File: config.mk
export PLATFORM = sky130hd
export DESIGN_NAME = decode_stage
export DESIGN_NICKNAME = d
export VERILOG_FILES = /design/src/common/mips_pkg.sv /design/src/decode/gpr_file.sv /design/src/decode/decode_stage.sv
export SDC_FILE = /design/constraint.sdc
export NUM_CORES = 2
export LEC_CHECK = 0
export ABC_AREA = 1
export BUFFER_PORTS_ARGS = -buffer_cell sky130_fd_sc_hd__buf_2
export CAP_MARGIN = 10
export CORE_UTILIZATION = 40
export CTS_BUF_LIST = sky130_fd_sc_hd__clkbuf_8
export DETAILED_ROUTE_END_ITERATION = 16
export GPL_TIMING_DRIVEN = 1
export HOLD_SLACK_MARGIN = 0.08
export PLACE_DENSITY = 0.62
export SLEW_MARGIN = 20
export SYNTH_ARGS = -nofsm -noshare
export SYNTH_HDL_FRONTEND = slang
export SYNTH_SLANG_ARGS = --single-unit
export TNS_END_PERCENT = 1
File: constraint.sdc
create_clock -name ui_clk_from_ddr -period 3.2 [get_ports ui_clk_from_ddr]
set_clock_uncertainty 0.1 [all_clocks]
set_input_delay 0.64 -clock ui_clk_from_ddr [delete_from_list [all_inputs] [get_ports ui_clk_from_ddr]]
set_output_delay 0.64 -clock ui_clk_from_ddr [all_outputs]
set_load 0.05 [all_outputs]
File: src/common/mips_pkg.sv
package mips_pkg;

    // Datapath sizes
    localparam int data_width      = 32;
    localparam int reg_addr_width  = 5;
    localparam int shamt_width     = 5;
    localparam int imem_depth      = 256;
    localparam int dmem_depth      = 256;
    localparam int imem_addr_width = $clog2(imem_depth);
    localparam int dmem_addr_width = $clog2(dmem_depth);

    ////////////////////////////////////////
    // Opcodes and function codes
    ////////////////////////////////////////

    localparam logic [5:0] op_rtype = 6'h00;
    localparam logic [5:0] op_beq   = 6'h04;
    localparam logic [5:0] op_bne   = 6'h05;
    localparam logic [5:0] op_addiu = 6'h09;
    localparam logic [5:0] op_andi  = 6'h0c;
    localparam logic [5:0] op_ori   = 6'h0d;
    localparam logic [5:0] op_lui   = 6'h0f;
    localparam logic [5:0] op_lw    = 6'h23;
    localparam logic [5:0] op_sw    = 6'h2b;

    localparam logic [5:0] fn_sll  = 6'h00;
    localparam logic [5:0] fn_srl  = 6'h02;
    localparam logic [5:0] fn_addu = 6'h21;
    localparam logic [5:0] fn_subu = 6'h23;
    localparam logic [5:0] fn_and  = 6'h24;
    localparam logic [5:0] fn_or   = 6'h25;
    localparam logic [5:0] fn_xor  = 6'h26;
    localparam logic [5:0] fn_slt  = 6'h2a;

    typedef enum logic [3:0] {
        alu_add, alu_sub, alu_and, alu_or, alu_xor,
        alu_slt, alu_sll, alu_srl, alu_lui
    } alu_op_t;

    // Where an EX operand comes from
    typedef enum logic [1:0] {
        fwd_idex, fwd_exmem, fwd_memwb
    } fwd_sel_t;

    // One instruction word, seen as R-type or I-type
    typedef union packed {
        struct packed {
            logic [5:0]                opcode;
            logic [reg_addr_width-1:0] rs;
            logic [reg_addr_width-1:0] rt;
            logic [reg_addr_width-1:0] rd;
            logic [shamt_width-1:0]    shamt;
            logic [5:0]                funct;
        } rtype_fields;
        struct packed {
            logic [5:0]                opcode;
            logic [reg_addr_width-1:0] rs;
            logic [reg_addr_width-1:0] rt;
            logic [15:0]               imm;
        } itype_fields;
    } instr_t;

endpackage

File: src/decode/gpr_file.sv
`timescale 1ns/1ns

module gpr_file
    import mips_pkg::*;
(
    input  logic                      ui_clk_from_ddr,
    input  logic                      reset,
    input  logic [reg_addr_width-1:0] rs_addr,
    input  logic [reg_addr_width-1:0] rt_addr,
    input  logic [reg_addr_width-1:0] rd_addr,
    input  logic [data_width-1:0]     rd_data,
    input  logic                      write,
    output logic [data_width-1:0]     rs_data,
    output logic [data_width-1:0]     rt_data
);

    logic [data_width-1:0] regs [2**reg_addr_width];

    // Register zero is never written
    always_ff @(posedge ui_clk_from_ddr) begin
        if (reset) begin
            for (int i = 0; i < 2**reg_addr_width; i++) begin
                regs[i] <= '0;
            end
        end else if (write && rd_addr != '0) begin
            regs[rd_addr] <= rd_data;
        end
    end

    // Write in the same cycle is passed straight to the reader
    assign rs_data = (rs_addr == '0) ? '0 :
                     (write && rd_addr == rs_addr) ? rd_data : regs[rs_addr];
    assign rt_data = (rt_addr == '0) ? '0 :
                     (write && rd_addr == rt_addr) ? rd_data : regs[rt_addr];

endmodule

File: src/decode/decode_stage.sv
`timescale 1ns/1ns

module decode_stage
    import mips_pkg::*;
(
    input  logic                       ui_clk_from_ddr,
    input  logic                       reset,
    input  instr_t                     ifid_instr,
    input  logic [data_width-1:0]      ifid_pc4,
    input  logic                       idex_flush,
    input  logic [data_width-1:0]      wb_data,
    input  logic [reg_addr_width-1:0]  memwb_rd_addr,
    input  logic                       memwb_reg_w,
    output logic [data_width-1:0]      idex_a,
    output logic [data_width-1:0]      idex_b,
    output logic [data_width-1:0]      idex_imm,
    output logic [shamt_width-1:0]     idex_shamt,
    output logic [reg_addr_width-1:0]  idex_rs_addr,
    output logic [reg_addr_width-1:0]  idex_rt_addr,
    output logic [reg_addr_width-1:0]  idex_rd_addr,
    output alu_op_t                    idex_alu_op,
    output logic                       idex_b_is_imm,
    output logic                       idex_mem_r,
    output logic                       idex_mem_w,
    output logic                       idex_reg_w,
    output logic                       idex_branch_eq,
    output logic                       idex_branch_ne,
    output logic [data_width-1:0]      idex_pc4
);

    logic [data_width-1:0]     rs_data;
    logic [data_width-1:0]     rt_data;
    logic [data_width-1:0]     imm_ext;
    logic [reg_addr_width-1:0] dest_addr;
    alu_op_t                   alu_op;
    logic                      b_is_imm;
    logic                      mem_r;
    logic                      mem_w;
    logic                      reg_w;
    logic                      branch_eq;
    logic                      branch_ne;
    logic                      sign_ext;
    logic                      use_rd;

    gpr_file gpr_file_inst (
        .ui_clk_from_ddr ( ui_clk_from_ddr                ),
        .reset           ( reset                          ),
        .rs_addr         ( ifid_instr.itype_fields.rs     ),
        .rt_addr         ( ifid_instr.itype_fields.rt     ),
        .rd_addr         ( memwb_rd_addr                  ),
        .rd_data         ( wb_data                        ),
        .write           ( memwb_reg_w                    ),
        .rs_data         ( rs_data                        ),
        .rt_data         ( rt_data                        )
    );

    ////////////////////////////////////////
    // Instruction decode
    ////////////////////////////////////////

    always_comb begin
        alu_op    = alu_add;
        b_is_imm  = 1'b0;
        mem_r     = 1'b0;
        mem_w     = 1'b0;
        reg_w     = 1'b0;
        branch_eq = 1'b0;
        branch_ne = 1'b0;
        sign_ext  = 1'b0;
        use_rd    = 1'b0;
        case (ifid_instr.rtype_fields.opcode)
            op_rtype: begin
                reg_w  = 1'b1;
                use_rd = 1'b1;
                case (ifid_instr.rtype_fields.funct)
                    fn_addu: alu_op = alu_add;
                    fn_subu: alu_op = alu_sub;
                    fn_and:  alu_op = alu_and;
                    fn_or:   alu_op = alu_or;
                    fn_xor:  alu_op = alu_xor;
                    fn_slt:  alu_op = alu_slt;
                    fn_sll:  alu_op = alu_sll;
                    fn_srl:  alu_op = alu_srl;
                    default: reg_w  = 1'b0;
                endcase
            end
            op_addiu: begin
                reg_w    = 1'b1;
                b_is_imm = 1'b1;
                sign_ext = 1'b1;
            end
            op_andi: begin
                alu_op   = alu_and;
                reg_w    = 1'b1;
                b_is_imm = 1'b1;
            end
            op_ori: begin
                alu_op   = alu_or;
                reg_w    = 1'b1;
                b_is_imm = 1'b1;
            end
            op_lui: begin
                alu_op   = alu_lui;
                reg_w    = 1'b1;
                b_is_imm = 1'b1;
            end
            op_lw: begin
                mem_r    = 1'b1;
                reg_w    = 1'b1;
                b_is_imm = 1'b1;
                sign_ext = 1'b1;
            end
            op_sw: begin
                mem_w    = 1'b1;
                b_is_imm = 1'b1;
                sign_ext = 1'b1;
            end
            op_beq: begin
                branch_eq = 1'b1;
                sign_ext  = 1'b1;
            end
            op_bne: begin
                branch_ne = 1'b1;
                sign_ext  = 1'b1;
            end
            default: reg_w = 1'b0;
        endcase
    end

    assign imm_ext = sign_ext ?
                     {{(data_width-16){ifid_instr.itype_fields.imm[15]}},
                      ifid_instr.itype_fields.imm} :
                     {{(data_width-16){1'b0}}, ifid_instr.itype_fields.imm};

    // rd for R-type, rt for everything else
    assign dest_addr = use_rd ? ifid_instr.rtype_fields.rd : ifid_instr.itype_fields.rt;

    // ID/EX control bits clear to a bubble on reset or flush
    always_ff @(posedge ui_clk_from_ddr) begin
        if (reset || idex_flush) begin
            idex_mem_r     <= 1'b0;
            idex_mem_w     <= 1'b0;
            idex_reg_w     <= 1'b0;
            idex_branch_eq <= 1'b0;
            idex_branch_ne <= 1'b0;
        end else begin
            idex_mem_r     <= mem_r;
            idex_mem_w     <= mem_w;
            idex_reg_w     <= reg_w;
            idex_branch_eq <= branch_eq;
            idex_branch_ne <= branch_ne;
        end
    end

    // ID/EX payload
    always_ff @(posedge ui_clk_from_ddr) begin
        idex_a        <= rs_data;
        idex_b        <= rt_data;
        idex_imm      <= imm_ext;
        idex_shamt    <= ifid_instr.rtype_fields.shamt;
        idex_rs_addr  <= ifid_instr.itype_fields.rs;
        idex_rt_addr  <= ifid_instr.itype_fields.rt;
        idex_rd_addr  <= dest_addr;
        idex_alu_op   <= alu_op;
        idex_b_is_imm <= b_is_imm;
        idex_pc4      <= ifid_pc4;
    end

    assert property (@(posedge ui_clk_from_ddr) disable iff (reset)
                     !(idex_mem_r && idex_mem_w))
        else $error("load and store decoded together");

endmodule

# Word level (Yosys, flattened, before mapping)
# Memories as Yosys holds them, arrays and structs flattened.
# Cells that the tools add are included.
[word_totals]
mem_count = 1
wordCells = 70
regBits = 143
in_bits = 105
mem_bits_rw = 1024
[classes]
muxes = 22
reduce_logical = 14
eq_ne = 17
[mem_list]
columns = ["memory", "words", "word_bits", "rd", "rd_clocked_by_memory_dff", "write_ports", "line", "rtl"]
rows = [
  ["gpr_file_inst.regs", 32, 32, 2, 0, 32, "gpr_file.sv:17", "logic [data_width-1:0] regs [2**reg_addr_width];"],
]
[ops]
columns = ["operator", "n"]
rows = [
  ["two-way mux 32 bit", 3],
  ["equality test 6 bit (second input constant)", 8],
  ["OR reduction 32 bit", 1],
  ["equality test 6 x 4 -> 1 bit (second input constant)", 4],
  ["case mux 3 bit (7 select lines)", 1],
  ["case mux 4 bit (4 select lines)", 1],
  ["two-way mux 1 bit", 14],
  ["equality test 6 x 3 -> 1 bit (second input constant)", 2],
  ["logical NOT 6 bit", 2],
  ["equality test 5 bit", 2],
  ["logical NOT 5 bit", 2],
  ["two-way mux 5 bit", 2],
  ["OR reduction 5 bit", 2],
  ["OR reduction 8 bit", 1],
  ["equality test 6 x 2 -> 1 bit (second input constant)", 1],
  ["OR reduction 6 bit", 1],
  ["nonzero test 5 bit", 1],
  ["logical AND 1 bit", 3],
  ["case mux 1 bit (2 select lines)", 1],
  ["logical OR 1 bit", 1],
]

# Logic depth before layout (Yosys ltp)
[depth]
ltp_word = 7
depth_mapped = 12

# By module
# A second synthesis with hierarchy kept.
[hier_totals]
hier_cells = 7681
area_unflattened_um2 = 61393.9
[modules_own_cells]
columns = ["mod", "area_each_um2", "cells_each", "instances"]
rows = [
  ["gpr_file", 58053.2, 7429, 1],
  ["decode_stage", 3340.7, 252, 1],
]

# Worst setup path after synthesis
# Ideal clock, no wire load.
[synth_timing]
path_type = "input -> register"
start = "in memwb_rd_addr[0]"
end = "mem gpr_file_inst.regs[11][0], enable pin"
cell_stages = 5
n_path_buf = 1
path_slack_ns = 0.448
arrival_time_ns = 2.263
path_cell_list = "inv_1 > nor4_4 > nand2_1 > clkbuf_1 > nand2_1"
[synth_rtl]
columns = ["element", "line", "rtl"]
rows = [
  ["from (decl)", "decode_stage.sv:12", "input logic [reg_addr_width-1:0] memwb_rd_addr,"],
  ["to (decl)", "gpr_file.sv:17", ""],
]

# Worst setup path after layout
[layout_timing]
start = "in ifid_instr[30] (netlist name)"
end = "reg idex_reg_w"
[layout_via]
elab_chain_cells = 3
word_cells_on_any_way = 8
cone_classes = "eq/ne: 5; mux: 1; reduce/logical: 2"
[layout_lines]
columns = ["element", "line", "rtl"]
rows = [
  ["from (decl)", "decode_stage.sv:8", "input instr_t ifid_instr,"],
  ["equality test 6 bit or equality test 6 x 4 -> 1 bit (tied branches)", "decode_stage.sv:71", "case (ifid_instr.rtype_fields.opcode)"],
  ["OR reduction 5 bit (no source line)", "-", ""],
  ["case mux 1 bit (2 select lines) *", "decode_stage.sv:71", ""],
  ["to (signal assigned)", "decode_stage.sv:149", "idex_reg_w <= reg_w;"],
  ["to (decl)", "decode_stage.sv:25", "output logic idex_reg_w,"],
]
# Mark *: on every way between the ends. The rest lies on a longest branch, timed or not.
# A chain may end at the register's enable or synchronous reset.

==> reports/metrics.csv <==
metric,value,unit
synth.most_common_cell,nand2_1,
crit_path_start_kind,input pin,
ctsResizeCount,0,
setup_viol,0,
cts_tree,yes,
cp.required,4.01,ns
crit_family,buffers and inverters,
totalWireLength,240,mm
die_h,395,microns
path_common_cell,dlygate4sd3_1,
core_area,0.153,sq mm
period_share,84.4,%
multi_input_comb_area,0.0231,sq mm
synthArstFlopShare,0,%
yosys.area.top_type,edfxtp_1,
syn_to_final_growth,15.5,%
cts_buffers,206,
ys_ff_latch,1162,
drt-wirelength-per-cell,23.0,microns
cp.arrival,3.51,ns
overflow,0,
outcome,finished clean,
fin_nets,8324,
slowest_stage,dlygate4sd3_1,
gp_congestion,0.948,
ys_top_cells_by_area,"edfxtp_1 50%, nand2_1 15%, nand3_1 11%, nor2_1 7.8%, inv_1 4.6%",
period_minus_slack,2.70,ns
post-cts-setup-buffer-count,0,
synth.avg_cell_area,7.73,sq um
cpPeakStageDelay,0.57,ns
critPathCaptureType,register,
rsz0062_at_grt,false,
antenna_left,0,
num_vias,58400,
clock_latency,0.97,ns
grt_pass1_vias,55000,
criticalPathCategory,input pin to register,
netlist_top_cells_count,"2396 x nand2_1, 1319 x nand3_1, 1281 x nor2_1, 1024 x edfxtp_1, 761 x inv_1",
ys_seq_area_share,54.2,%
synth-edff-count,1024,
drive_above_1_share,10.2,%
seq_area,0.0335,sq mm
path_cells,dlygate4sd3_1 > buf_2 > nor2_1 > nand3_1 > dlygate4sd3_1 > buf_4 > inv_1 > nand2_1 > a31oi_1 > dlygate4sd3_1,
hold_viol,0,
drtIter0Drc,7219,
start_util,40.5,%
grt_first_pass_wirelength,350,mm
p_total,37.9,mW
worst_pin_slew,0.825,ns
yosys_warnings,0,
die_area,0.156,sq mm
grt_max_degree,132,
syn_inst,8001,
clockBufferDepth,3,
critPathMaxFanout,11,
hold_buffers,101,
finalMaxSlewViolations,0,
antenna_found_initial,11,
synth_top_area_share,49.7,%
ys_types,24,
hpwl,143,mm
power.leakage,32.1,nW
routed_via_density,5.59,
p_per_area,530,mW/mm^2
path_buf_inv,6,
fillers,14800,
fp-row-count,143,
max-cap-violations,0,
port_buffers,262,
slew_headroom,44.9,%
drcViolationCount,0,
ir_drop,0.453,mV
fmax,370,MHz
pin_count,263,
drt-pass1-iter-count,10,
synth_area,0.0619,sq mm
htreeDepth,4,
track_usage,30.0,%
die_w,395,microns
holdWs,0.186,ns
clkTransAtPathRegs,0.06,ns
tns,0,ns
root_buffer,clkbuf_8,
cts.sinks,1162,
postLayoutCoreUtil,46.8,%
ys.flop_type,edfxtp_1,
hold_path.class,input pin to register,
## layer usage
metal	wire length, microns	global-route usage [%]
met1	91900	40.2
met2	104000	44.8
met3	32800	8.02
met4	11600	14.5
met5	128	0
## final cells by class
class | instances | area share [%]
inverter | 767 | 4.07
timing repair buffer | 627 | 7.33
antenna | 6 | 0.0210
sequential | 1162 | 46.9
tap | 2030 | 3.55
clock buffer | 223 | 4.29
multi-input combinational | 5455 | 32.3
clock inverter | 168 | 1.57
## through the flow
stage                     setup slack (ns)  cell area [sq um]  std cells
final                                0.500              71500      10400
after global routing                 0.397              71500      10400
after CTS                            0.581              71500      10400
after detailed placement             0.447              66300       9940
after global placement               0.440              66300       9940
after floorplan                      0.448              62000       8032
## state kept, by name (all words and copies together) (netlist names)
signal	cells
gpr_file_inst.regs	1024
idex_a	32
idex_b	32
idex_pc4	32
idex_imm	13
idex_rd_addr	5
idex_rs_addr	5
idex_rt_addr	5
idex_alu_op	4
idex_shamt	4
idex_b_is_imm	1
idex_branch_eq	1
idex_branch_ne	1
idex_mem_r	1
idex_mem_w	1
idex_reg_w	1
## kinds of logic (layout without fill, tap and decap cells)
family          after synthesis  count (layout)  synth area share, %
flops                      1162            1162                 54.2
compound gates              410             410                 3.70
other cells                   1              38              0.00606
simple gates               5013            5013                 33.2
buf+inv                    1415            1785                 8.94
## final timing paths
path              cells past startpoint                       to                                    start  slack (ns)
setup / recovery                     10    idex_reg_w$_SDFF_PP0_                           ifid_instr[30]        0.50
hold reg to reg                       6     idex_a[6]$_SDFF_PN0_  gpr_file_inst.regs[28][6]$_SDFFCE_PN0P_        0.74
setup reg to reg                      8     idex_b[8]$_SDFF_PN0_  gpr_file_inst.regs[21][8]$_SDFFCE_PN0P_        1.35
hold / removal                        2  idex_rs_addr[4]$_DFF_P_                           ifid_instr[25]        0.19
## placed cells by master (no fill, tap or decap), types with 5 or more instances in the layout
master         count
a21oi_1          165
buf_12            71
buf_2            254
buf_4            197
bufinv_16         12
clkbuf_8         224
clkinv_1          43
clkinv_2          26
clkinvlp_4         5
conb_1            32
dfxtp_1          138
diode_2            6
dlygate4sd3_1    101
edfxtp_1        1024
inv_1            829
inv_8             11
nand2_1         2364
nand2_2           32
nand3_1         1317
nor2_1          1277
nor3_1             7
o211ai_1          89
o21ai_0          147
o22ai_1            6
## power breakdown
part | switching, mW | internal [mW]
clock | 6.87 | 7.47
sequential | 0.363 | 17.4
combinational | 4.29 | 1.51
Note: power is estimated with default switching activity, not from simulation.
