===== config.mk =====
export PLATFORM = sky130hd
export DESIGN_NAME = execute_stage
export DESIGN_NICKNAME = d
export VERILOG_FILES = /design/src/common/mips_pkg.sv /design/src/execute/execute_stage.sv
export SDC_FILE = /design/constraint.sdc
export NUM_CORES = 1
export LEC_CHECK = 0
export ABC_CLOCK_PERIOD_IN_PS = 7700
export BUFFER_PORTS_ARGS = -buffer_cell sky130_fd_sc_hd__buf_2
export CAP_MARGIN = 20
export CORE_AREA = 2 2 194 196
export CTS_CLUSTER_SIZE = 8
export DETAILED_ROUTE_END_ITERATION = 10
export DIE_AREA = 0 0 196 198
export GPL_TIMING_DRIVEN = 0
export SLEW_MARGIN = 5
export SYNTH_ARGS = -nofsm -noshare
export SYNTH_HDL_FRONTEND = slang
export SYNTH_SLANG_ARGS = --single-unit

===== constraint.sdc =====
create_clock -name ui_clk_from_ddr -period 7.7 [get_ports ui_clk_from_ddr]
set_input_delay 2.31 -clock ui_clk_from_ddr [delete_from_list [all_inputs] [get_ports ui_clk_from_ddr]]
set_output_delay 2.31 -clock ui_clk_from_ddr [all_outputs]
set_load 0.05 [all_outputs]

===== src/common/mips_pkg.sv =====
package mips_pkg;

    // Datapath sizes
    localparam int data_width      = 32;
    localparam int reg_addr_width  = 5;
    localparam int shamt_width     = 5;
    localparam int imem_depth      = 256;
    localparam int dmem_depth      = 256;
    localparam int imem_addr_width = $clog2(imem_depth);
    localparam int dmem_addr_width = $clog2(dmem_depth);

    ////////////////////////////////////////
    // Opcodes and function codes
    ////////////////////////////////////////

    localparam logic [5:0] op_rtype = 6'h00;
    localparam logic [5:0] op_beq   = 6'h04;
    localparam logic [5:0] op_bne   = 6'h05;
    localparam logic [5:0] op_addiu = 6'h09;
    localparam logic [5:0] op_andi  = 6'h0c;
    localparam logic [5:0] op_ori   = 6'h0d;
    localparam logic [5:0] op_lui   = 6'h0f;
    localparam logic [5:0] op_lw    = 6'h23;
    localparam logic [5:0] op_sw    = 6'h2b;

    localparam logic [5:0] fn_sll  = 6'h00;
    localparam logic [5:0] fn_srl  = 6'h02;
    localparam logic [5:0] fn_addu = 6'h21;
    localparam logic [5:0] fn_subu = 6'h23;
    localparam logic [5:0] fn_and  = 6'h24;
    localparam logic [5:0] fn_or   = 6'h25;
    localparam logic [5:0] fn_xor  = 6'h26;
    localparam logic [5:0] fn_slt  = 6'h2a;

    typedef enum logic [3:0] {
        alu_add, alu_sub, alu_and, alu_or, alu_xor,
        alu_slt, alu_sll, alu_srl, alu_lui
    } alu_op_t;

    // Where an EX operand comes from
    typedef enum logic [1:0] {
        fwd_idex, fwd_exmem, fwd_memwb
    } fwd_sel_t;

    // One instruction word, seen as R-type or I-type
    typedef union packed {
        struct packed {
            logic [5:0]                opcode;
            logic [reg_addr_width-1:0] rs;
            logic [reg_addr_width-1:0] rt;
            logic [reg_addr_width-1:0] rd;
            logic [shamt_width-1:0]    shamt;
            logic [5:0]                funct;
        } rtype_fields;
        struct packed {
            logic [5:0]                opcode;
            logic [reg_addr_width-1:0] rs;
            logic [reg_addr_width-1:0] rt;
            logic [15:0]               imm;
        } itype_fields;
    } instr_t;

endpackage


===== src/execute/execute_stage.sv =====
`timescale 1ns/1ns

module execute_stage
    import mips_pkg::*;
(
    input  logic                      ui_clk_from_ddr,
    input  logic                      reset,
    input  logic [data_width-1:0]     idex_a,
    input  logic [data_width-1:0]     idex_b,
    input  logic [data_width-1:0]     idex_imm,
    input  logic [shamt_width-1:0]    idex_shamt,
    input  logic [reg_addr_width-1:0] idex_rs_addr,
    input  logic [reg_addr_width-1:0] idex_rt_addr,
    input  logic [reg_addr_width-1:0] idex_rd_addr,
    input  alu_op_t                   idex_alu_op,
    input  logic                      idex_b_is_imm,
    input  logic                      idex_mem_r,
    input  logic                      idex_mem_w,
    input  logic                      idex_reg_w,
    input  logic                      idex_branch_eq,
    input  logic                      idex_branch_ne,
    input  logic [data_width-1:0]     idex_pc4,
    input  fwd_sel_t                  fwd_a_sel,
    input  fwd_sel_t                  fwd_b_sel,
    input  logic [data_width-1:0]     wb_data,
    output logic                      branch_taken,
    output logic [data_width-1:0]     branch_target,
    output logic [data_width-1:0]     exmem_res,
    output logic [data_width-1:0]     exmem_rt_data,
    output logic [reg_addr_width-1:0] exmem_rd_addr,
    output logic                      exmem_reg_w,
    output logic                      exmem_mem_r,
    output logic                      exmem_mem_w
);

    logic [data_width-1:0] op_a;
    logic [data_width-1:0] fwd_b;
    logic [data_width-1:0] op_b;
    logic [data_width-1:0] alu_res;

    function automatic logic [data_width-1:0] fwd_mux(
        input fwd_sel_t              sel,
        input logic [data_width-1:0] from_idex,
        input logic [data_width-1:0] from_exmem,
        input logic [data_width-1:0] from_memwb
    );
        case (sel)
            fwd_exmem: return from_exmem;
            fwd_memwb: return from_memwb;
            default:   return from_idex;
        endcase
    endfunction

    ////////////////////////////////////////
    // Operands and ALU
    ////////////////////////////////////////

    assign op_a  = fwd_mux(fwd_a_sel, idex_a, exmem_res, wb_data);
    assign fwd_b = fwd_mux(fwd_b_sel, idex_b, exmem_res, wb_data);
    assign op_b  = idex_b_is_imm ? idex_imm : fwd_b;

    always_comb begin
        case (idex_alu_op)
            alu_sub: alu_res = op_a - op_b;
            alu_and: alu_res = op_a & op_b;
            alu_or:  alu_res = op_a | op_b;
            alu_xor: alu_res = op_a ^ op_b;
            alu_slt: alu_res = {{(data_width-1){1'b0}}, $signed(op_a) < $signed(op_b)};
            alu_sll: alu_res = op_b << idex_shamt;
            alu_srl: alu_res = op_b >> idex_shamt;
            alu_lui: alu_res = {op_b[15:0], 16'b0};
            default: alu_res = op_a + op_b;
        endcase
    end

    // Branch resolution
    // Target is pc4 plus the word offset
    assign branch_taken  = (idex_branch_eq && op_a == fwd_b) ||
                           (idex_branch_ne && op_a != fwd_b);
    assign branch_target = idex_pc4 + {idex_imm[data_width-3:0], 2'b00};

    // EX/MEM
    always_ff @(posedge ui_clk_from_ddr) begin
        if (reset) begin
            exmem_reg_w <= 1'b0;
            exmem_mem_r <= 1'b0;
            exmem_mem_w <= 1'b0;
        end else begin
            exmem_reg_w <= idex_reg_w;
            exmem_mem_r <= idex_mem_r;
            exmem_mem_w <= idex_mem_w;
        end
    end

    always_ff @(posedge ui_clk_from_ddr) begin
        exmem_res     <= alu_res;
        exmem_rt_data <= fwd_b;
        exmem_rd_addr <= idex_rd_addr;
    end

    assert property (@(posedge ui_clk_from_ddr) disable iff (reset)
                     branch_taken |-> (idex_branch_eq || idex_branch_ne))
        else $error("branch taken without a branch in EX");

endmodule


# == Word level (Yosys, flattened, before mapping) ==
# Index checks and enable logic that the tools add are counted.
# op_classes
reduce_logical,3
magnitude_cmp,1
mux,4
eq_ne,14
add_sub_neg,3
n_shift,2
bitwise,3
# op_table
operator,count
32-bit one-hot mux with 8 select lines,1
32-bit one-hot mux with 2 select lines,2
32-bit adder,2
32-bit bitwise AND,1
32-bit == test,1
32-bit less-than comparator,1
32-bit two-way mux,1
32-bit != test,1
32-bit bitwise OR,1
32-bit by 5-bit left shift with 32-bit output,1
32-bit by 5-bit right shift with 32-bit output,1
32-bit subtractor,1
32-bit XOR,1
4-bit by 3-bit == test with 1-bit output (second input constant),4
4-bit by 2-bit == test with 1-bit output (second input constant),2
2-bit by 1-bit == test with 1-bit output (second input constant),2
2-bit == test (second input constant),2
4-bit by 1-bit == test with 1-bit output (second input constant),1
4-bit == test (second input constant),1
1-bit logical AND,2
1-bit logical OR,1
# totals
input_bits,196
ff_bits,72
wordCells,36

# == Longest topological paths before layout ==
# Gate-level depths: netlist (run 1).
# logic_depth
ltp_word,5
mapped_depth,22
ltp_nobuf,19

# == Least setup slack after synthesis (run 1) ==
# No wires, ideal clock.
# synth_timing
path_type,input to output
start,input idex_imm[0]
end,output branch_target[28]
arrival_time_ns,5.521
path_slack_ns,-0.131
t_required_ns,5.390
cell_stages,11
path_cell_list,ha_1 -> inv_1 -> fa_1 -> nor2b_1 -> o31a_1 -> o41ai_1 -> a21oi_1 -> a221oi_1 -> o21ai_1 -> o311ai_1 -> a21boi_0
# synth_between
elab_chain_len,1
# synth_rtl
item,line_no,text
"start, declared",execute_stage.sv:10,"input logic [data_width-1:0] idex_imm,"
32-bit adder,execute_stage.sv:80,"assign branch_target = idex_pc4 + {idex_imm[data_width-3:0], 2'b00};"
"end, declared",execute_stage.sv:27,"output logic [data_width-1:0] branch_target,"
# Every way passes these cells.

# == Worst setup path in the final report (run 1) ==
# layout_timing
start,input fwd_b_sel[0]
end,output branch_taken
# layout_between
elab_chain_len,5
word_cells_on_any_way,8
cone_classes,4 x eq/ne; 1 x mux; 3 x reduce/logical
# layout_rtl
item,line_no,text
"start, declared",execute_stage.sv:24,"input fwd_sel_t fwd_b_sel,"
2-bit == test / 2-bit by 1-bit == test with 1-bit output (equally long branches),execute_stage.sv:47,case (sel)
32-bit one-hot mux with 2 select lines *,execute_stage.sv:47,
named net fwd_b[22],execute_stage.sv:37,logic [data_width-1:0] fwd_b;
32-bit == test / 32-bit != test (equally long branches),"execute_stage.sv:78, execute_stage.sv:79",
"1-bit logical AND, on equally long branches","execute_stage.sv:78, execute_stage.sv:79",
1-bit logical OR *,execute_stage.sv:78,assign branch_taken = (idex_branch_eq && op_a == fwd_b) ||
"end, declared",execute_stage.sv:26,"output logic branch_taken,"
# The timed path passes the listed nets; every way through them passes the cells marked *.

==> impl_metrics.toml, run 1 <==
[clock_network]
cts_tree = "done"
cts.hold.buffers_added = 0
path_clk_slew_ps = 70
cts.path.max_buffers = 2
clock_sinks = 72
cts_inserted_buffers = 9
clock_latency_ps = 370
htree_levels = 3
root_buffer = "clkbuf_16"

[power_and_ir_drop]
combPwrFrac = 0.720
pwr-share-clk = 0.119
power.density_nw_per_um2 = 219
power_mw = 3.69
internal_power_mw = 1.42
ir_drop_mv = 0.164
p_leak_nw = 7.61
netSwitchingFraction = 0.615
p_switching_mw = 2.27
p_seq_frac = 0.161

[timing]
setup_violations = 1
worstMarginPinSlew_ps = 1310
final-hold-violation-count = 0
slew_headroom = 0.124
drv_slew = 0
fin_ws_ps = -37.1
period_minus_slack_ps = 7740
fin_crit_sh = 1.00
fin_skew_ps = 8.84
fmax_mhz = 129

[critical_path]
max_stage_delay_ps = 480
cp_data_required_time_ps = 5390
cp_data_arrival_time_ps = 5430
crit_slowest_cell = "nor2_1"
r2r_slack_ps = 2490
timing.rr.start = "exmem_res[1]$_DFF_P_"
crit_fanout = 10
crit_type = "in -> out"
endpoint_kind = "output port"
crit_chain = "buf_2 -> inv_1 -> ha_4 -> buf_6 -> buf_8 -> buf_6 -> a221oi_2 -> nor2_1 -> xnor2_1 -> nor4_1 -> nand4_1 -> nor2_2 -> mux2_2 -> buf_2"
crit_path_start = "fwd_b_sel[0]"
critPathLaunchType = "primary input"

[synth]
syn_nets = 2340
synth.distinct_cells = 91
synth_top_cell_area_share = 0.114
yosysWarnings = 0
synth_enable_flop_cells = 0
synth_seq_cells = 72
ys_seq_area_frac = 0.102
syn_area_per_cell_sq_um = 7.02
synthTopCellsByArea = "ha_1, dfxtp_1, a21oi_1"
synth_area_sq_um = 14100
synth_cells = 2012
async_flop_share = 0
synthFlopType = "dfxtp_1"
synth_area_leader_cell = "ha_1"

[grt]
grt_usage = 0.479
grt_max_degree = 16
grt_remaining_overflow = 0
grt_pass1_vias = 17900
grt_pass1_wl_mm = 132
antenna_found_initial = 9

[final_layout]
nNetsFinal = 2645
fill_cells = 3953
multi_input_area_sq_um = 11800
regArea_sq_um = 1440
area_growth_pct = 19.2
drive_above_1_share = 0.205

[place]
hpwl_mm = 79.2
place.gp.congestion = 1.06
io_buffers = 283
pre_cts_ws_ps = -1060

[drt]
drt_iter0_drc = 3088
drt_pass1_iterations = 6
drc = 0
totalWireLength_mm = 95.9
wl_per_cell_um = 34.2
vias = 19500
drtAntennaViolNets = 0
viasPerCell = 6.95

[outcome]
run_status = "finished with violations"
violations = "negative setup slack"

[flow_run]
drv_cap = 0

[die]
die-width_um = 196
pin_count = 301
initial_core_util = 0.382
die_y_um = 198
core_area_sq_um = 37000
die_area_sq_um = 38800
fp-row-count = 71

[hold_path]
hold_start = "exmem_res[29]$_DFF_P_"
hold_class = "reg -> reg"
-- worst max-delay path: cells and delay by family --
kind	cells	cell delay [ps]
adder cells (fa/ha/maj)	1	330
AO/OA/AOI/OAI	1	70
AND/OR/NAND/NOR	4	1240
XOR/XNOR	1	150
multiplexers	1	360
buffers and inverters	6	950
-- power by group through the flow --
stage / Clock, mW / Sequential (mW) / Combinational (mW)
floorplan: 0 / 0.836 / 1.29
global placement: 0 / 0.583 / 2.46
detailed placement: 0 / 0.583 / 2.47
CTS: 0.435 / 0.576 / 2.51
global route: 0.448 / 0.582 / 2.72
finish: 0.437 / 0.594 / 2.66
-- layer usage --
metal	GRT usage	part of all wire	up-vias
met1	0.586	0.37	9286
li1	-	-	8070
met2	0.719	0.41	1675
met4	0.338	0.086	8
met3	0.142	0.13	439
met5	0	0.00090	-
-- cell type report --
cell class              count  area share
repair buffers            296      0.0903
clock buffers               9      0.0134
multi-input cells        1665       0.701
plain buffers             142      0.0404
well taps                 474      0.0352
flip-flops and latches     72      0.0856
clock inverters             7     0.00357
inverters                 131      0.0292
diodes                      7     0.00104
-- metrics by stage --
| step | hold WS, ps | std cells | TNS [ps] | util | instance area, sq um |
|---|---|---|---|---|---|
| 3_5_place_dp | 849 | 2776 | -8250 | 0.439 | 16200 |
| 5_1_grt | 888 | 2796 | -14.9 | 0.455 | 16800 |
| 2_1_floorplan | 944 | 2012 | 0 | - | 14100 |
| 3_3_place_gp | 854 | 2769 | -45490 | 0.437 | 16100 |
| 6_report | 891 | 2803 | -37.1 | 0.456 | 16800 |
| 4_1_cts | 844 | 2794 | 0 | 0.452 | 16700 |
-- path summary, 6_finish.rpt --
path | endpoint | depth (start not counted)
max | branch_taken | 14
min | exmem_rt_data[29]$_DFF_P_ | 2
min reg2reg | exmem_rt_data[29]$_DFF_P_ | 2
max reg2reg | exmem_res[22]$_DFF_P_ | 15
-- cell usage in the layout, fill, tap and decap left out, types with 15 or more instances in the layout --
cell type / count
buf_2: 319
nor2_1: 224
a21oi_1: 156
nand2_1: 130
o21ai_0: 128
ha_1: 128
inv_1: 124
mux2i_1: 83
clkbuf_1: 74
dfxtp_1: 72
a22oi_1: 51
xnor2_1: 51
nor2b_1: 39
nand2b_1: 38
nor3_1: 37
nand3_1: 36
a221oi_1: 35
a21o_1: 34
a211oi_1: 24
o211ai_1: 24
o21a_1: 21
a22o_1: 20
a31oi_1: 19
nor4_1: 19
o221ai_1: 18
o21ai_1: 17
o31ai_1: 17
o21bai_1: 15
buf_1: 15
o22ai_1: 15
-- synth_stat cells, types with 10 or more instances --
master	count
mux2_2	13
buf_1	21
a21o_1	34
xor2_1	14
xnor2_1	51
nor3_1	37
nor2_1	228
ha_1	129
or2_2	11
a21oi_1	171
inv_1	125
nor3b_1	12
o21ai_1	12
mux4_2	12
nor4_1	22
mux2i_1	84
o221ai_1	18
a22o_1	21
a31oi_1	19
o2111ai_1	10
nor2b_1	40
nand2b_1	38
a22oi_1	55
o21a_1	21
o211ai_1	24
nand2_1	130
buf_2	33
o21ai_0	139
a211o_1	10
nand3_1	36
o31ai_1	17
dfxtp_1	72
a211oi_1	24
or3_1	12
o22ai_1	15
a221oi_1	41
clkbuf_1	78
o21bai_1	15
a221o_1	14
-- kinds of logic after synthesis --
group,share of synthesized area
compound gates,0.359
simple gates,0.208
buf+inv,0.0816
fa+ha+maj,0.118
mux,0.0901
flops,0.102
xor+xnor,0.0403
-- sequential cells by signal (all words and copies together), names as in the netlist --
name,count
exmem_mem_r,1
exmem_rd_addr,5
exmem_mem_w,1
exmem_rt_data,32
exmem_reg_w,1
exmem_res,32
-- what timing repair did --
item,CTS,global route
resized for setup,50,30
pin swaps,3,3
setup buffers,2,1
endpoints found under the setup margin,13,10
hold endpoints to repair,0,0
Note: power is estimated with default switching activity, not from simulation.
==> run 2, diff against run 1 <==
Settings changed: ABC_CLOCK_PERIOD_IN_PS 7700 to 7400, RECOVER_POWER set to 25.
Clock period 7.7 ns to 7.4 ns, I/O delays scaled along.
==> run 2 against run 1 <==
  * The flow still finishes with violations (negative setup slack)
  * Sequential cell count did not move
  * Worst setup slack got worse by 120 ps
  * Die area unchanged
  * Sequential share of layout area decreased by 0.051 points
  * Global-route usage up 0.11 points
  * Total power increased by 4.3%
  * First-iteration DRC count rose by 4.8%
  * Non-clock buffer count up 7
  * Cell area up 0.59%
  * Final cell count grew 0.21%
  * Register-to-register slack got worse by 260 ps
  * Critical path type unchanged
  * Highest routed layer unchanged
==> impl_metrics.toml, run 2 (synthesized netlist as in run 1, its figures left out) <==
[timing]
holdWs_ps = 900
fin_ws_ps = -159
setup_violations = 1
drv_slew = 0
worstMarginPinSlew_ps = 1270
rsz0062_at_grt = "true"
period_minus_slack_ps = 7560
slew_headroom = 0.155
fin_skew_ps = 12.0
fmax_mhz = 132
final-hold-violation-count = 0
fin_crit_sh = 1.02

[clock_network]
htree_levels = 3
cts_inserted_buffers = 9
clock_sinks = 72
path_clk_slew_ps = 70
root_buffer = "clkbuf_16"
cts.hold.buffers_added = 0
cts_tree = "done"
clock_latency_ps = 370
cts.path.max_buffers = 2

[power_and_ir_drop]
p_leak_nw = 7.55
netSwitchingFraction = 0.616
internal_power_mw = 1.48
power_mw = 3.85
ir_drop_mv = 0.172
p_seq_frac = 0.161
pwr-share-clk = 0.118
p_switching_mw = 2.37
power.density_nw_per_um2 = 227
combPwrFrac = 0.721

[hold_path]
hold_class = "reg -> reg"

[grt]
antenna_found_initial = 10
grt_pass1_wl_mm = 133
grt_usage = 0.480
grt_pass1_vias = 17900
grt_max_degree = 16
grt_remaining_overflow = 0

[drt]
viasPerCell = 6.97
drc = 0
wl_per_cell_um = 34.3
drt_pass1_iterations = 6
drtAntennaViolNets = 0
vias = 19600
drt_iter0_drc = 3236
totalWireLength_mm = 96.3

[critical_path]
critPathLaunchType = "primary input"
crit_fanout = 10
max_stage_delay_ps = 710
crit_type = "in -> out"
crit_slowest_cell = "o21ai_0"
cp_data_required_time_ps = 5180
endpoint_kind = "output port"
crit_chain = "buf_2 -> inv_1 -> ha_4 -> buf_6 -> clkbuf_4 -> o21ai_0 -> inv_1 -> xnor2_1 -> nor4_1 -> nand4_1 -> nor2_2 -> mux2_2 -> buf_2"
cp_data_arrival_time_ps = 5340

[die]
fp-row-count = 71
die_y_um = 198
die-width_um = 196
die_area_sq_um = 38800
core_area_sq_um = 37000
initial_core_util = 0.382
pin_count = 301

[final_layout]
nNetsFinal = 2652
final_util = 0.458
final_cells = 2809
layout_commonest_cell = "buf_2"
top_regs = "exmem_res x32, exmem_rt_data x32, exmem_rd_addr x5"
area_growth_pct = 19.9
drive_above_1_share = 0.198
final_cell_mix = "buf_2, nor2_1, a21oi_1, nand2_1, o21ai_0"

[outcome]
violations = "negative setup slack"
run_status = "finished with violations"

[place]
dp.cells = 2776
pre_cts_ws_ps = -1270
io_buffers = 283
hpwl_mm = 79.2
place.gp.congestion = 1.06

[flow_run]
drv_cap = 0
run 2: repair_timing:
item,CTS,global route
buffers inserted,2,8
resized for setup,65,34
setup endpoints to repair,21,16
pin swaps,5,13
run 2: final timing paths:
kind	depth (start not counted)	slack, ps	startpoint	end
worst max-delay path	13	-160	fwd_b_sel[0]	branch_taken
worst min-delay path	2	900	exmem_res[29]$_DFF_P_	exmem_rt_data[29]$_DFF_P_
worst max register to register	15	2230	exmem_res[6]$_DFF_P_	exmem_res[21]$_DFF_P_
worst min register to register	2	900	exmem_res[29]$_DFF_P_	exmem_rt_data[29]$_DFF_P_
run 2: routing by layer:
layer,vias up,part of all wire,global-route usage
li1,8097,-,-
met1,9252,0.37,0.595
met2,1724,0.40,0.714
met3,487,0.13,0.131
met4,8,0.095,0.354
met5,-,0.00052,0
run 2: power by group through the flow:
stage          Combinational [mW]  Clock (mW)  Sequential (mW)
2_1_floorplan                1.35           0            0.870
3_3_place_gp                 2.56           0            0.607
3_5_place_dp                 2.57           0            0.607
4_1_cts                      2.62       0.452            0.601
5_1_grt                      2.85       0.466            0.609
6_report                     2.77       0.455            0.619
run 2: final cells by class:
cell class | instances | area, sq um
fill | 3961 | 20000
multi-input combinational | 1665 | 11900
timing repair buffer | 303 | 1540
sequential | 72 | 1440
buffer | 142 | 692
tap | 474 | 593
inverter | 131 | 492
clock buffer | 9 | 225
clock inverter | 7 | 60.1
antenna | 6 | 15.0
run 2: critical path: cells and delay by family:
family | cells | cell delay (ps)
AO/OA/AOI/OAI | 1 | 710
XOR/XNOR | 1 | 210
adder cells (fa/ha/maj) | 1 | 250
buffers and inverters | 6 | 1020
multiplexers | 1 | 370
AND/OR/NAND/NOR | 3 | 560
run 2: metrics by stage:
stage | TNS [ps] | instance area (sq um)
floorplan | 0 | 14100
global placement | -52570 | 16100
detailed placement | -12860 | 16200
CTS | 0 | 16800
global route | -129 | 16900
finish | -159 | 16900
