<file path="src/common/mips_pkg.sv">
package mips_pkg;

    // Datapath sizes
    localparam int data_width      = 32;
    localparam int reg_addr_width  = 5;
    localparam int shamt_width     = 5;
    localparam int imem_depth      = 256;
    localparam int dmem_depth      = 256;
    localparam int imem_addr_width = $clog2(imem_depth);
    localparam int dmem_addr_width = $clog2(dmem_depth);

    ////////////////////////////////////////
    // Opcodes and function codes
    ////////////////////////////////////////

    localparam logic [5:0] op_rtype = 6'h00;
    localparam logic [5:0] op_beq   = 6'h04;
    localparam logic [5:0] op_bne   = 6'h05;
    localparam logic [5:0] op_addiu = 6'h09;
    localparam logic [5:0] op_andi  = 6'h0c;
    localparam logic [5:0] op_ori   = 6'h0d;
    localparam logic [5:0] op_lui   = 6'h0f;
    localparam logic [5:0] op_lw    = 6'h23;
    localparam logic [5:0] op_sw    = 6'h2b;

    localparam logic [5:0] fn_sll  = 6'h00;
    localparam logic [5:0] fn_srl  = 6'h02;
    localparam logic [5:0] fn_addu = 6'h21;
    localparam logic [5:0] fn_subu = 6'h23;
    localparam logic [5:0] fn_and  = 6'h24;
    localparam logic [5:0] fn_or   = 6'h25;
    localparam logic [5:0] fn_xor  = 6'h26;
    localparam logic [5:0] fn_slt  = 6'h2a;

    typedef enum logic [3:0] {
        alu_add, alu_sub, alu_and, alu_or, alu_xor,
        alu_slt, alu_sll, alu_srl, alu_lui
    } alu_op_t;

    // Where an EX operand comes from
    typedef enum logic [1:0] {
        fwd_idex, fwd_exmem, fwd_memwb
    } fwd_sel_t;

    // One instruction word, seen as R-type or I-type
    typedef union packed {
        struct packed {
            logic [5:0]                opcode;
            logic [reg_addr_width-1:0] rs;
            logic [reg_addr_width-1:0] rt;
            logic [reg_addr_width-1:0] rd;
            logic [shamt_width-1:0]    shamt;
            logic [5:0]                funct;
        } rtype_fields;
        struct packed {
            logic [5:0]                opcode;
            logic [reg_addr_width-1:0] rs;
            logic [reg_addr_width-1:0] rt;
            logic [15:0]               imm;
        } itype_fields;
    } instr_t;

endpackage

</file>
<file path="src/hdl/hazard_unit.sv">
`timescale 1ns/1ns

module hazard_unit
    import mips_pkg::*;
(
    input  logic [reg_addr_width-1:0] ifid_rs_addr,
    input  logic [reg_addr_width-1:0] ifid_rt_addr,
    input  logic [reg_addr_width-1:0] idex_rd_addr,
    input  logic                      idex_mem_r,
    input  logic [reg_addr_width-1:0] idex_rs_addr,
    input  logic [reg_addr_width-1:0] idex_rt_addr,
    input  logic [reg_addr_width-1:0] exmem_rd_addr,
    input  logic                      exmem_reg_w,
    input  logic [reg_addr_width-1:0] memwb_rd_addr,
    input  logic                      memwb_reg_w,
    input  logic                      branch_taken,
    output logic                      pc_stall,
    output logic                      ifid_stall,
    output logic                      idex_flush,
    output logic                      ifid_flush,
    output fwd_sel_t                  fwd_a_sel,
    output fwd_sel_t                  fwd_b_sel
);

    logic load_use;

    // Newest producer wins
    // Register zero never forwards
    function automatic fwd_sel_t fwd_pick(
        input logic [reg_addr_width-1:0] src,
        input logic [reg_addr_width-1:0] ex_rd,
        input logic                      ex_w,
        input logic [reg_addr_width-1:0] wb_rd,
        input logic                      wb_w
    );
        return (src == '0) ? fwd_idex :
               (ex_w && ex_rd == src) ? fwd_exmem :
               (wb_w && wb_rd == src) ? fwd_memwb : fwd_idex;
    endfunction

    assign fwd_a_sel = fwd_pick(idex_rs_addr, exmem_rd_addr, exmem_reg_w,
                                memwb_rd_addr, memwb_reg_w);
    assign fwd_b_sel = fwd_pick(idex_rt_addr, exmem_rd_addr, exmem_reg_w,
                                memwb_rd_addr, memwb_reg_w);

    // Load in EX feeding the instruction in ID
    assign load_use = idex_mem_r && idex_rd_addr != '0 &&
                      (idex_rd_addr == ifid_rs_addr || idex_rd_addr == ifid_rt_addr);

    assign pc_stall   = load_use;
    assign ifid_stall = load_use;
    assign idex_flush = load_use || branch_taken;
    assign ifid_flush = branch_taken;

endmodule

</file>
<file path="config.mk">
export PLATFORM = sky130hd
export DESIGN_NAME = hazard_unit
export DESIGN_NICKNAME = d
export VERILOG_FILES = /design/src/common/mips_pkg.sv /design/src/hdl/hazard_unit.sv
export SDC_FILE = /design/constraint.sdc
export NUM_CORES = 1
export LEC_CHECK = 0
export BUFFER_PORTS_ARGS = -buffer_cell sky130_fd_sc_hd__buf_2
export CAP_MARGIN = 0
export CORE_AREA = 2 2 39 41
export DETAILED_ROUTE_END_ITERATION = 12
export DIE_AREA = 0 0 41 43
export PLACE_DENSITY = 0.76
export SYNTH_ARGS = -nofsm -noshare
export SYNTH_HDL_FRONTEND = slang
export SYNTH_SLANG_ARGS = --single-unit
</file>
<file path="constraint.sdc">
create_clock -name vclk -period 1.9
set_clock_uncertainty 0.2 [all_clocks]
set_input_delay 0.38 -clock vclk [all_inputs]
set_output_delay 0.38 -clock vclk [all_outputs]
set_load 0.02 [all_outputs]
</file>
# [Yosys cells after proc, flatten, opt, wreduce, memory -nomap -nowiden]
# Index checks and enable logic that the tools add are counted.
[classes] eq_ne=6 n_mux=6 n_reduce_logical=11
[ops] op="5-bit == test" count=6
[ops] op="2-bit 2-to-1 mux" count=6
[ops] op="5-bit logical NOT" count=2
[ops] op="1-bit logical AND" count=6
[ops] op="5-bit nonzero test" count=1
[ops] op="1-bit logical OR" count=2
[word_totals] regBits=0 input_bits=39 out_inout_bits=8 wordCells=23

# [Logic depth before layout (Yosys ltp)]
# Gate-level depths: netlist (run 1).
[logic_depth] word_depth=5 depth_mapped=5 mapped_depth_nobuf=4

# [Least setup slack after synthesis (run 1)]
# Ideal clock, no wire load.
[synth_timing] kind="input -> output" startpoint="input idex_rt_addr[3]" endpoint="output fwd_b_sel[1]" t_arrival_ps=1384 t_required_ps=1320 setup_slack_ps=-64 path_stages=4 n_path_buf=0 path_cell_list="xor2_1 > nor4_1 > nand3_1 > nor4b_1"
[synth_via] elab_chain_len=5 elab_cells_between_ends=8 classes_between="eq/ne (2); mux (3); reduce/logical (3)"
[synth_lines] element="start, declared" line="hazard_unit.sv:11" rtl="input logic [reg_addr_width-1:0] idex_rt_addr,"
[synth_lines] element="5-bit == test" line="hazard_unit.sv:38" rtl="(wb_w && wb_rd == src) ? fwd_memwb : fwd_idex;"
[synth_lines] element="1-bit logical AND" line="hazard_unit.sv:38"
[synth_lines] element="2-bit 2-to-1 mux" line="hazard_unit.sv:38"
[synth_lines] element="2-bit 2-to-1 mux" line="hazard_unit.sv:37" rtl="(ex_w && ex_rd == src) ? fwd_exmem :"
[synth_lines] element="2-bit 2-to-1 mux (*)" line="hazard_unit.sv:36" rtl="return (src == '0) ? fwd_idex :"
[synth_lines] element="end, declared" line="hazard_unit.sv:22" rtl="output fwd_sel_t fwd_b_sel"
# Mark *: on every way between the ends. The rest lies on a longest branch, timed or not.

# [Worst setup path after layout (run 1)]
[layout_timing] startpoint="input idex_rd_addr[1]" endpoint="output idex_flush"
[layout_via] elab_chain_len=4 elab_cells_between_ends=7 classes_between="eq/ne (2); reduce/logical (5)"
[layout_lines] element="start, declared" line="hazard_unit.sv:8" rtl="input logic [reg_addr_width-1:0] idex_rd_addr,"
[layout_lines] element="5-bit == test / 5-bit nonzero test (equally long branches)" line="hazard_unit.sv:48, hazard_unit.sv:47"
[layout_lines] element="1-bit logical OR / 1-bit logical AND (equally long branches)" line="hazard_unit.sv:48, hazard_unit.sv:47"
[layout_lines] element="1-bit logical AND (*)" line="hazard_unit.sv:47" rtl="assign load_use = idex_mem_r && idex_rd_addr != '0 &&"
[layout_lines] element="1-bit logical OR (*)" line="hazard_unit.sv:52" rtl="assign idex_flush = load_use || branch_taken;"
[layout_lines] element="end, declared" line="hazard_unit.sv:19" rtl="output logic idex_flush,"
# Marked as above.

==> summary.md, run 1 <==
| Metric | Value |
|---|---|
| Layout cell share with drive strength beyond 1 | `0.5929` |
| M3 GR Usage | `0.01571` |
| Grt ovf | `0` |
| Initial antenna violation count | `0` |
| First-pass GRT wire length | `1973 um` |
| Setup ws final | `-0.07362 ns` |
| Worst Max-Slew Pin Slew | `around 0.26 ns` |
| Critical path data arrival time | `1.39 ns` |
| Row count | `14` |
| Residual DRC | `0` |
| Sequential cells | `0` |
| Storage element area | `0 um^2` |
| Met2 global-route usage | `0.3500` |
| DR iter-0 viols | `1` |
| Post-Syn Instances | `58` |
| Post-synthesis sequential area ratio | `0` |
| Failing checks | `setup timing` |
| Crit-path max FO | `2` |
| CP Class | `input port to primary output` |
| Outcome | `finished with violations` |
| Syn avg cell area | `between 7 and 8 um^2` |
| Gr usage total | `0.1588` |
| Cell area after synthesis | `about 430 um^2` |
| Via density | `about 4.7` |
| MaxCap Viol Count | `0` |
| Syn nets | `97` |
| Fill cells | `about 110` |
| Period minus WS final | `about 2.0 ns` |
| WHS Endpoint | `ifid_flush` |
| Most frequent cells in the layout | `buf_2, xor2_1, buf_4` |
| Remaining antenna violation count | `0` |
| Leakage | `0.4254 nW` |
| Area delta synth->final | `106.2%` |
| Multi-input logic area | `~460 um^2` |
| Ys Warns | `0` |
| Total vias in the final route | `610` |
| RePlAce Congestion | `about 0.78` |
| # hold bufs at CTS | `0` |
| RSZ-0062 raised after global routing | `true` |
| # setup viols final | `7` |
| Drt pass-1 iters | `2` |
| Slew HR | `0.8246` |
| Tot Pwr | `0.1832 mW` |
| Cell variety after synth | `18` |
| Final period utilization | `1.039` |
| Max Slew Vio Count | `0` |
| Max Freq | `a little over 500 MHz` |
| # clk buffers | `0` |
| # diodes | `0` |
| Core Area | `approximately 1400 um^2` |
| Nets | `154` |
| Power per cell area | `roughly 210 nW/um^2` |
| Vias in the first global route | `slightly above 500` |
| CP endpoint kind | `primary output` |
| Dpl hpwl | `about 1200 um` |
| Die W | `41 um` |
| Initial Utilization | `0.3083` |
| Chip height | `43 um` |
| Largest net degree at the start of global routing | `5` |
| WHS | `around 0.8 ns` |
| Hold path startpoint | `branch_taken` |
| GRT met1 Usage | `0.1392` |
| Final hold vios | `0` |
| Worst hold path class | `input port to primary output` |
| Required time of the worst setup path | `approximately 1.3 ns` |
| Hold Crit Depth | `2` |
| Wirelength per Cell | `roughly 12 um` |
| CP startpoint kind | `input port` |
| I/O pins | `47` |
| Peak-usage layer in the global routing report | `met2` |
| DRT Wirelength | `between 1500 and 2000 um` |
| Die area | `~1800 um^2` |
| Commonest non-fill, non-tap cell in the layout | `buf_2` |
| PortBufs | `47` |
| Worst VDD drop | `around 100 uV` |
## metal layers
layer | part of all wire | wire length, um | up-vias
li1 | - | - | 311
met3 | 0.11 | 169 | 0
met2 | 0.57 | 854 | 40
met1 | 0.32 | 487 | 259
met4 | 0 | 0 | 0
met5 | 0 | 0 | -
## synth_stat cells
cell | number | share of area
o21ai_2 | 1 | 0.021
nor3_1 | 3 | 0.035
and3_1 | 1 | 0.015
o21bai_1 | 1 | 0.018
nor4b_1 | 1 | 0.021
nor2_1 | 6 | 0.053
a211oi_1 | 1 | 0.018
nand3_1 | 2 | 0.023
buf_4 | 2 | 0.035
xor2_1 | 21 | 0.43
o21a_1 | 1 | 0.018
nand4_1 | 1 | 0.015
nor4_1 | 2 | 0.029
or4_1 | 2 | 0.035
a22oi_1 | 1 | 0.018
or4_4 | 1 | 0.026
nand2_1 | 3 | 0.026
xnor2_1 | 8 | 0.16
## cell families (layout without fill, tap and decap cells)
family,Yosys count,in the layout,synth area share
xor gates and xnor gates,29,29,0.5953
buffers and inverters,2,57,0.03518
AOI/OAI and AO/OA,5,5,0.09094
and+or+nand+nor,22,22,0.2786
## worst max-delay path, stage by stage
cell and delay [ns]:
buf_6 0.09, or4_4 0.54, o21ai_4 0.15, o21bai_1 0.07
buf_4 0.16
## through the flow
step	worst slack, ns	TNS, ns	cell area [um^2]	std cells	utilization
finish	-0.07362	-0.3398	879.6	129	0.6356
global route	-0.1326	-0.6797	879.6	129	0.6356
CTS	-0.07582	-0.3212	844.6	128	0.6103
detailed placement	-0.09410	-0.5804	748.2	128	0.5407
global placement	-0.08423	-0.5149	748.2	128	0.5407
floorplan	0.01718	0	440.4	58	-
## report_power, final
group | switching (mW) | internal [mW] | total [mW]
registers | 0 | 0 | 0
clock network | 0 | 0 | 0
logic | 0.0798 | 0.103 | 0.183
## final cells by class
cell class	count	share of cell area
multi-input combinational	56	0.5192
timing repair buffer	57	0.4580
tap	16	0.02276
## worst max path at each step
stage,slack (ns),end,depth (start not counted),startpoint
2_1_floorplan,0.02,pc_stall,4,idex_rd_addr[1]
3_3_place_gp,-0.08,idex_flush,5,idex_rd_addr[2]
3_5_place_dp,-0.09,idex_flush,5,idex_rd_addr[2]
4_1_cts,-0.08,idex_flush,5,idex_rd_addr[1]
5_1_grt,-0.13,fwd_a_sel[0],6,exmem_rd_addr[2]
6_report,-0.07,idex_flush,5,idex_rd_addr[1]
## repair_timing
item,in CTS,in global routing
setup buffers,0,1
setup endpoints to repair,7,7
resized for setup,27,5
pin swaps,15,6
No activity file was read; power rests on OpenSTA's default activity.
==> inputs of run 2 (changes only) <==
--- a/config.mk
+++ b/config.mk
@@ -11,6 +11,7 @@
 export DETAILED_ROUTE_END_ITERATION = 12
 export DIE_AREA = 0 0 41 43
 export PLACE_DENSITY = 0.76
+export SETUP_SLACK_MARGIN = 0.05
 export SYNTH_ARGS = -nofsm -noshare
 export SYNTH_HDL_FRONTEND = slang
 export SYNTH_SLANG_ARGS = --single-unit
==> constraint.sdc (replaced) <==
create_clock -name vclk -period 2.45
set_clock_uncertainty 0.2 [all_clocks]
set_input_delay 0.49 -clock vclk [all_inputs]
set_output_delay 0.49 -clock vclk [all_outputs]
set_load 0.02 [all_outputs]
==> run 2 against run 1 <==
The flow now finishes without violations. Total power fell by 41%. Combinational power fell by 41%. Routed wire length fell by 20%. Critical endpoint is now fwd_a_sel[1]. Setup slack improved by 0.30 ns. Die area did not move. Global-route usage fell by 1.2 points. Via count fell by 9.5%. Critical path depth rose by 1. Core utilization fell by 15 points. Largest cell class unchanged. Largest power group unchanged. Flip-flop and latch count did not move. Worst hold slack improved by 0.22 ns.
==> summary.md, run 2 (same netlist as run 1, synthesis figures left out) <==
| Metric | Value |
|---|---|
| Remaining antenna violation count | `0` |
| Die area | `1763 um^2` |
| RePlAce Congestion | `~0.9` |
| Switching Share | `0.4907` |
| DR iter-0 viols | `14` |
| Storage element area | `0 um^2` |
| Leakage | `0.3446 nW` |
| Post-Place Cell Area | `666.9 um^2` |
| Crit-path max FO | `3` |
| Gr usage total | `0.1469` |
| Slew HR | `0.8353` |
| Largest net degree at the start of global routing | `5` |
| Worst hold path class | `input port to primary output` |
| Core Area | `about 1400 um^2` |
| Wirelength per Cell | `10.20 um` |
| Setup_tns | `0 ns` |
| Outcome | `finished clean` |
| MaxCap Viol Count | `0` |
| Via density | `4.639` |
| Commonest non-fill, non-tap cell in the layout | `buf_2` |
| Clock share of power | `0` |
| Period minus WS final | `around 2.2 ns` |
| Chip height | `between 40 and 50 um` |
| CP Class | `input port to primary output` |
| # hold bufs at CTS | `0` |
| Total vias in the final route | `approximately 550` |
| Residual DRC | `0` |
| First-pass GRT wire length | `1925 um` |
| Power per cell area | `161.4 nW/um^2` |
| Max Freq | `450.3 MHz` |
| Final hold vios | `0` |
| Layout cell share with drive strength beyond 1 | `0.4757` |
| Drt pass-1 iters | `4` |
| Required time of the worst setup path | `~1.8 ns` |
| Final period utilization | `0.9065` |
| Post-CTS Setup Inserts | `0` |
| CP endpoint kind | `primary output` |
| Dpl hpwl | `approximately 1100 um` |
| # setup viols final | `0` |
| Comb pwr share | `1.000` |
| CP startpoint kind | `input port` |
| Area delta synth->final | `56.31%` |
| Die W | `41 um` |
| Dpl cells | `around 120` |
| Sequential cells | `0` |
| Fill cells | `between 100 and 150` |
| Critical path data arrival time | `approximately 1.5 ns` |
| RSZ-0062 raised after global routing | `false` |
| Grt ovf | `0` |
| Nets | `~140` |
| PortBufs | `between 40 and 50` |
| Initial Utilization | `0.3083` |
| Resized cells post-CTS | `0` |
| Max Slew Vio Count | `0` |
| Row count | `14` |
| Pre-CTS setup slack | `~0.23 ns` |
| Setup ws final | `around 0.23 ns` |
| I/O pins | `47` |
| Design area | `approximately 670 um^2` |
| # clk buffers | `0` |
| Switching power total | `0.05282 mW` |
| # diodes | `0` |
| Initial antenna violation count | `0` |
| Int Power | `0.05481 mW` |
| Worst Max-Slew Pin Slew | `between 0.2 and 0.25 ns` |
| Vias in the first global route | `between 400 and 500` |
| Hold Crit Depth | `2` |
| DRT Wirelength | `1214 um` |
| Worst VDD drop | `about 69 uV` |
| Most frequent cells in the layout | `buf_2, xor2_1, xnor2_1` |
| Sequential power share | `0` |
| Fin cells | `119` |
[run 2: final cells by class]
cell class | instances | area [um^2] | area share
well taps | 16 | 20.02 | 0.03002
repair buffers | 47 | 235.2 | 0.3527
multi-input cells | 56 | 411.6 | 0.6173
[run 2: worst paths after layout]
kind,slack (ns),endpoint,start
setup / recovery,0.23,fwd_a_sel[1],idex_rs_addr[3]
hold / removal,1.01,ifid_flush,branch_taken
[run 2: stage by stage]
stage	hold WS (ns)	util	total power [mW]
floorplan	0.8926	-	0.05309
global placement	1.013	0.4819	0.1063
detailed placement	1.012	0.4819	0.1076
CTS	1.013	0.4819	0.1080
global route	1.023	0.4819	0.1188
finish	1.012	0.4819	0.1076
[run 2: critical path, cell delays in order]
cell,delay [ns]
buf_2,0.12
xor2_1,0.16
nor3_1,0.24
nand3_1,0.11
a211oi_1,0.21
buf_2,0.20
[run 2: power groups by stage]
stage	sequential [mW]	combinational (mW)	clock, mW
4_1_cts	0	0.108	0
2_1_floorplan	0	0.0531	0
3_3_place_gp	0	0.106	0
3_5_place_dp	0	0.108	0
5_1_grt	0	0.119	0
6_report	0	0.108	0
[run 2: metal layers]
metal	GRT usage	up-vias	part of all wire
met3	0.01047	0	0.060
met1	0.2057	244	0.40
met4	0.01333	0	0
li1	-	290	-
met5	0	-	0
met2	0.2438	18	0.54
==> inputs of run 3 (changes only) <==
--- a/config.mk
+++ b/config.mk
@@ -6,7 +6,6 @@
 export NUM_CORES = 1
 export LEC_CHECK = 0
 export BUFFER_PORTS_ARGS = -buffer_cell sky130_fd_sc_hd__buf_2
-export CAP_MARGIN = 0
 export CORE_AREA = 2 2 39 41
 export DETAILED_ROUTE_END_ITERATION = 12
 export DIE_AREA = 0 0 41 43
==> constraint.sdc (replaced) <==
create_clock -name vclk -period 2.45
set_clock_uncertainty 0.2 [all_clocks]
set_input_delay 0.3675 -clock vclk [all_inputs]
set_output_delay 0.3675 -clock vclk [all_outputs]
set_load 0.02 [all_outputs]
==> run 3 against run 2 <==
Maximum frequency up 12%. Critical path depth did not move. Via count decreased by 0.36%. Clock-buffer cell count is the same. Combinational power about the same. First-iteration DRC count shrank 43%. Flip-flop and latch count unchanged.
==> summary.md, run 3 (same netlist as run 1, synthesis figures left out) <==
| Metric | Value |
|---|---|
| Initial antenna violation count | `0` |
| Commonest non-fill, non-tap cell in the layout | `buf_2` |
| Setup_tns | `0 ns` |
| Initial Utilization | `0.3083` |
| RePlAce Congestion | `~0.88` |
| Die area | `1763 um^2` |
| Remaining antenna violation count | `0` |
| Resized cells post-CTS | `0` |
| Grt ovf | `0` |
| I/O pins | `47` |
| Slew HR | `0.8366` |
| # hold bufs at CTS | `0` |
| # clk buffers | `0` |
| Vias in the first global route | `462` |
| RSZ-0062 raised after global routing | `false` |
| Largest net degree at the start of global routing | `5` |
| PortBufs | `47` |
| Max Slew Vio Count | `0` |
| Final hold vios | `0` |
| Crit-path max FO | `2` |
| Chip height | `roughly 43 um` |
| Post-CTS Setup Inserts | `0` |
| Most frequent cells in the layout | `buf_2, xor2_1, xnor2_1` |
| First-pass GRT wire length | `around 1900 um` |
| Nets | `roughly 140` |
| Max Freq | `about 510 MHz` |
| Layout cell share with drive strength beyond 1 | `0.4757` |
| Gr usage total | `0.1449` |
| Setup ws final | `0.4754 ns` |
| Tot Pwr | `0.1077 mW` |
| Final period utilization | `0.8060` |
| Drt pass-1 iters | `4` |
| Leakage | `about 0.34 nW` |
| CP endpoint kind | `primary output` |
| Row count | `14` |
| Worst Max-Slew Pin Slew | `0.2429 ns` |
| Worst VDD drop | `around 67 uV` |
| Residual DRC | `0` |
| Worst hold path class | `input port to primary output` |
| Core Area | `about 1400 um^2` |
| Dpl hpwl | `about 1100 um` |
| Wirelength per Cell | `between 10 and 15 um` |
| Area delta synth->final | `56.31%` |
| CP Class | `input port to primary output` |
| Via density | `roughly 4.6` |
| Required time of the worst setup path | `about 1.9 ns` |
| # diodes | `0` |
| Pre-CTS setup slack | `0.4835 ns` |
| MaxCap Viol Count | `0` |
| DRT Wirelength | `roughly 1200 um` |
| Storage element area | `0 um^2` |
| Period minus WS final | `slightly below 2 ns` |
| CP startpoint kind | `input port` |
| Outcome | `finished clean` |
| DR iter-0 viols | `8` |
| Total vias in the final route | `550` |
| Power per cell area | `161.5 nW/um^2` |
| Sequential cells | `0` |
| Die W | `41 um` |
| # setup viols final | `0` |
| Critical path data arrival time | `roughly 1.4 ns` |
[run 3: cell counts in the layout (fill, tap and decap cells not counted)]
Identical to the previous run, type by type.
[run 3: stage by stage]
stage	cell area [um^2]	util	cells	hold WS, ns
after CTS	666.9	0.4819	119	0.7679
after global routing	666.9	0.4819	119	0.7776
after floorplan	426.7	-	58	0.6476
final	666.9	0.4819	119	0.7670
after detailed placement	666.9	0.4819	119	0.7669
after global placement	666.9	0.4819	119	0.7676
[run 3: final timing paths]
| check | endpoint | from | depth (start not counted) | slack [ns] |
|---|---|---|---|---|
| min | ifid_flush | branch_taken | 2 | 0.77 |
| max | fwd_a_sel[0] | exmem_rd_addr[0] | 6 | 0.48 |
[run 3: cell type report]
type                       count  area [um^2]
fill                         142        716.9
multi-input combinational     56        411.6
tap                           16        20.02
timing repair buffer          47        235.2
[run 3: critical path: stages]
cell and delay [ns]:
buf_2 0.12, xor2_1 0.15, nor4_1 0.27, and3_1 0.22, o21a_1 0.13, buf_2 0.15
[run 3: routing by layer]
layer	GRT usage	share of wire	vias to the layer above
met1	0.2057	0.41	238
met5	0	0	-
met2	0.2250	0.52	19
met4	0.03333	0.0099	0
met3	0.01571	0.056	2
li1	-	-	291
[run 3: power breakdown]
part / switching, mW / leakage [nW] / internal (mW)
Combinational: 0.0529 / 0.345 / 0.0548
Sequential: 0 / 0 / 0
Clock: 0 / 0 / 0
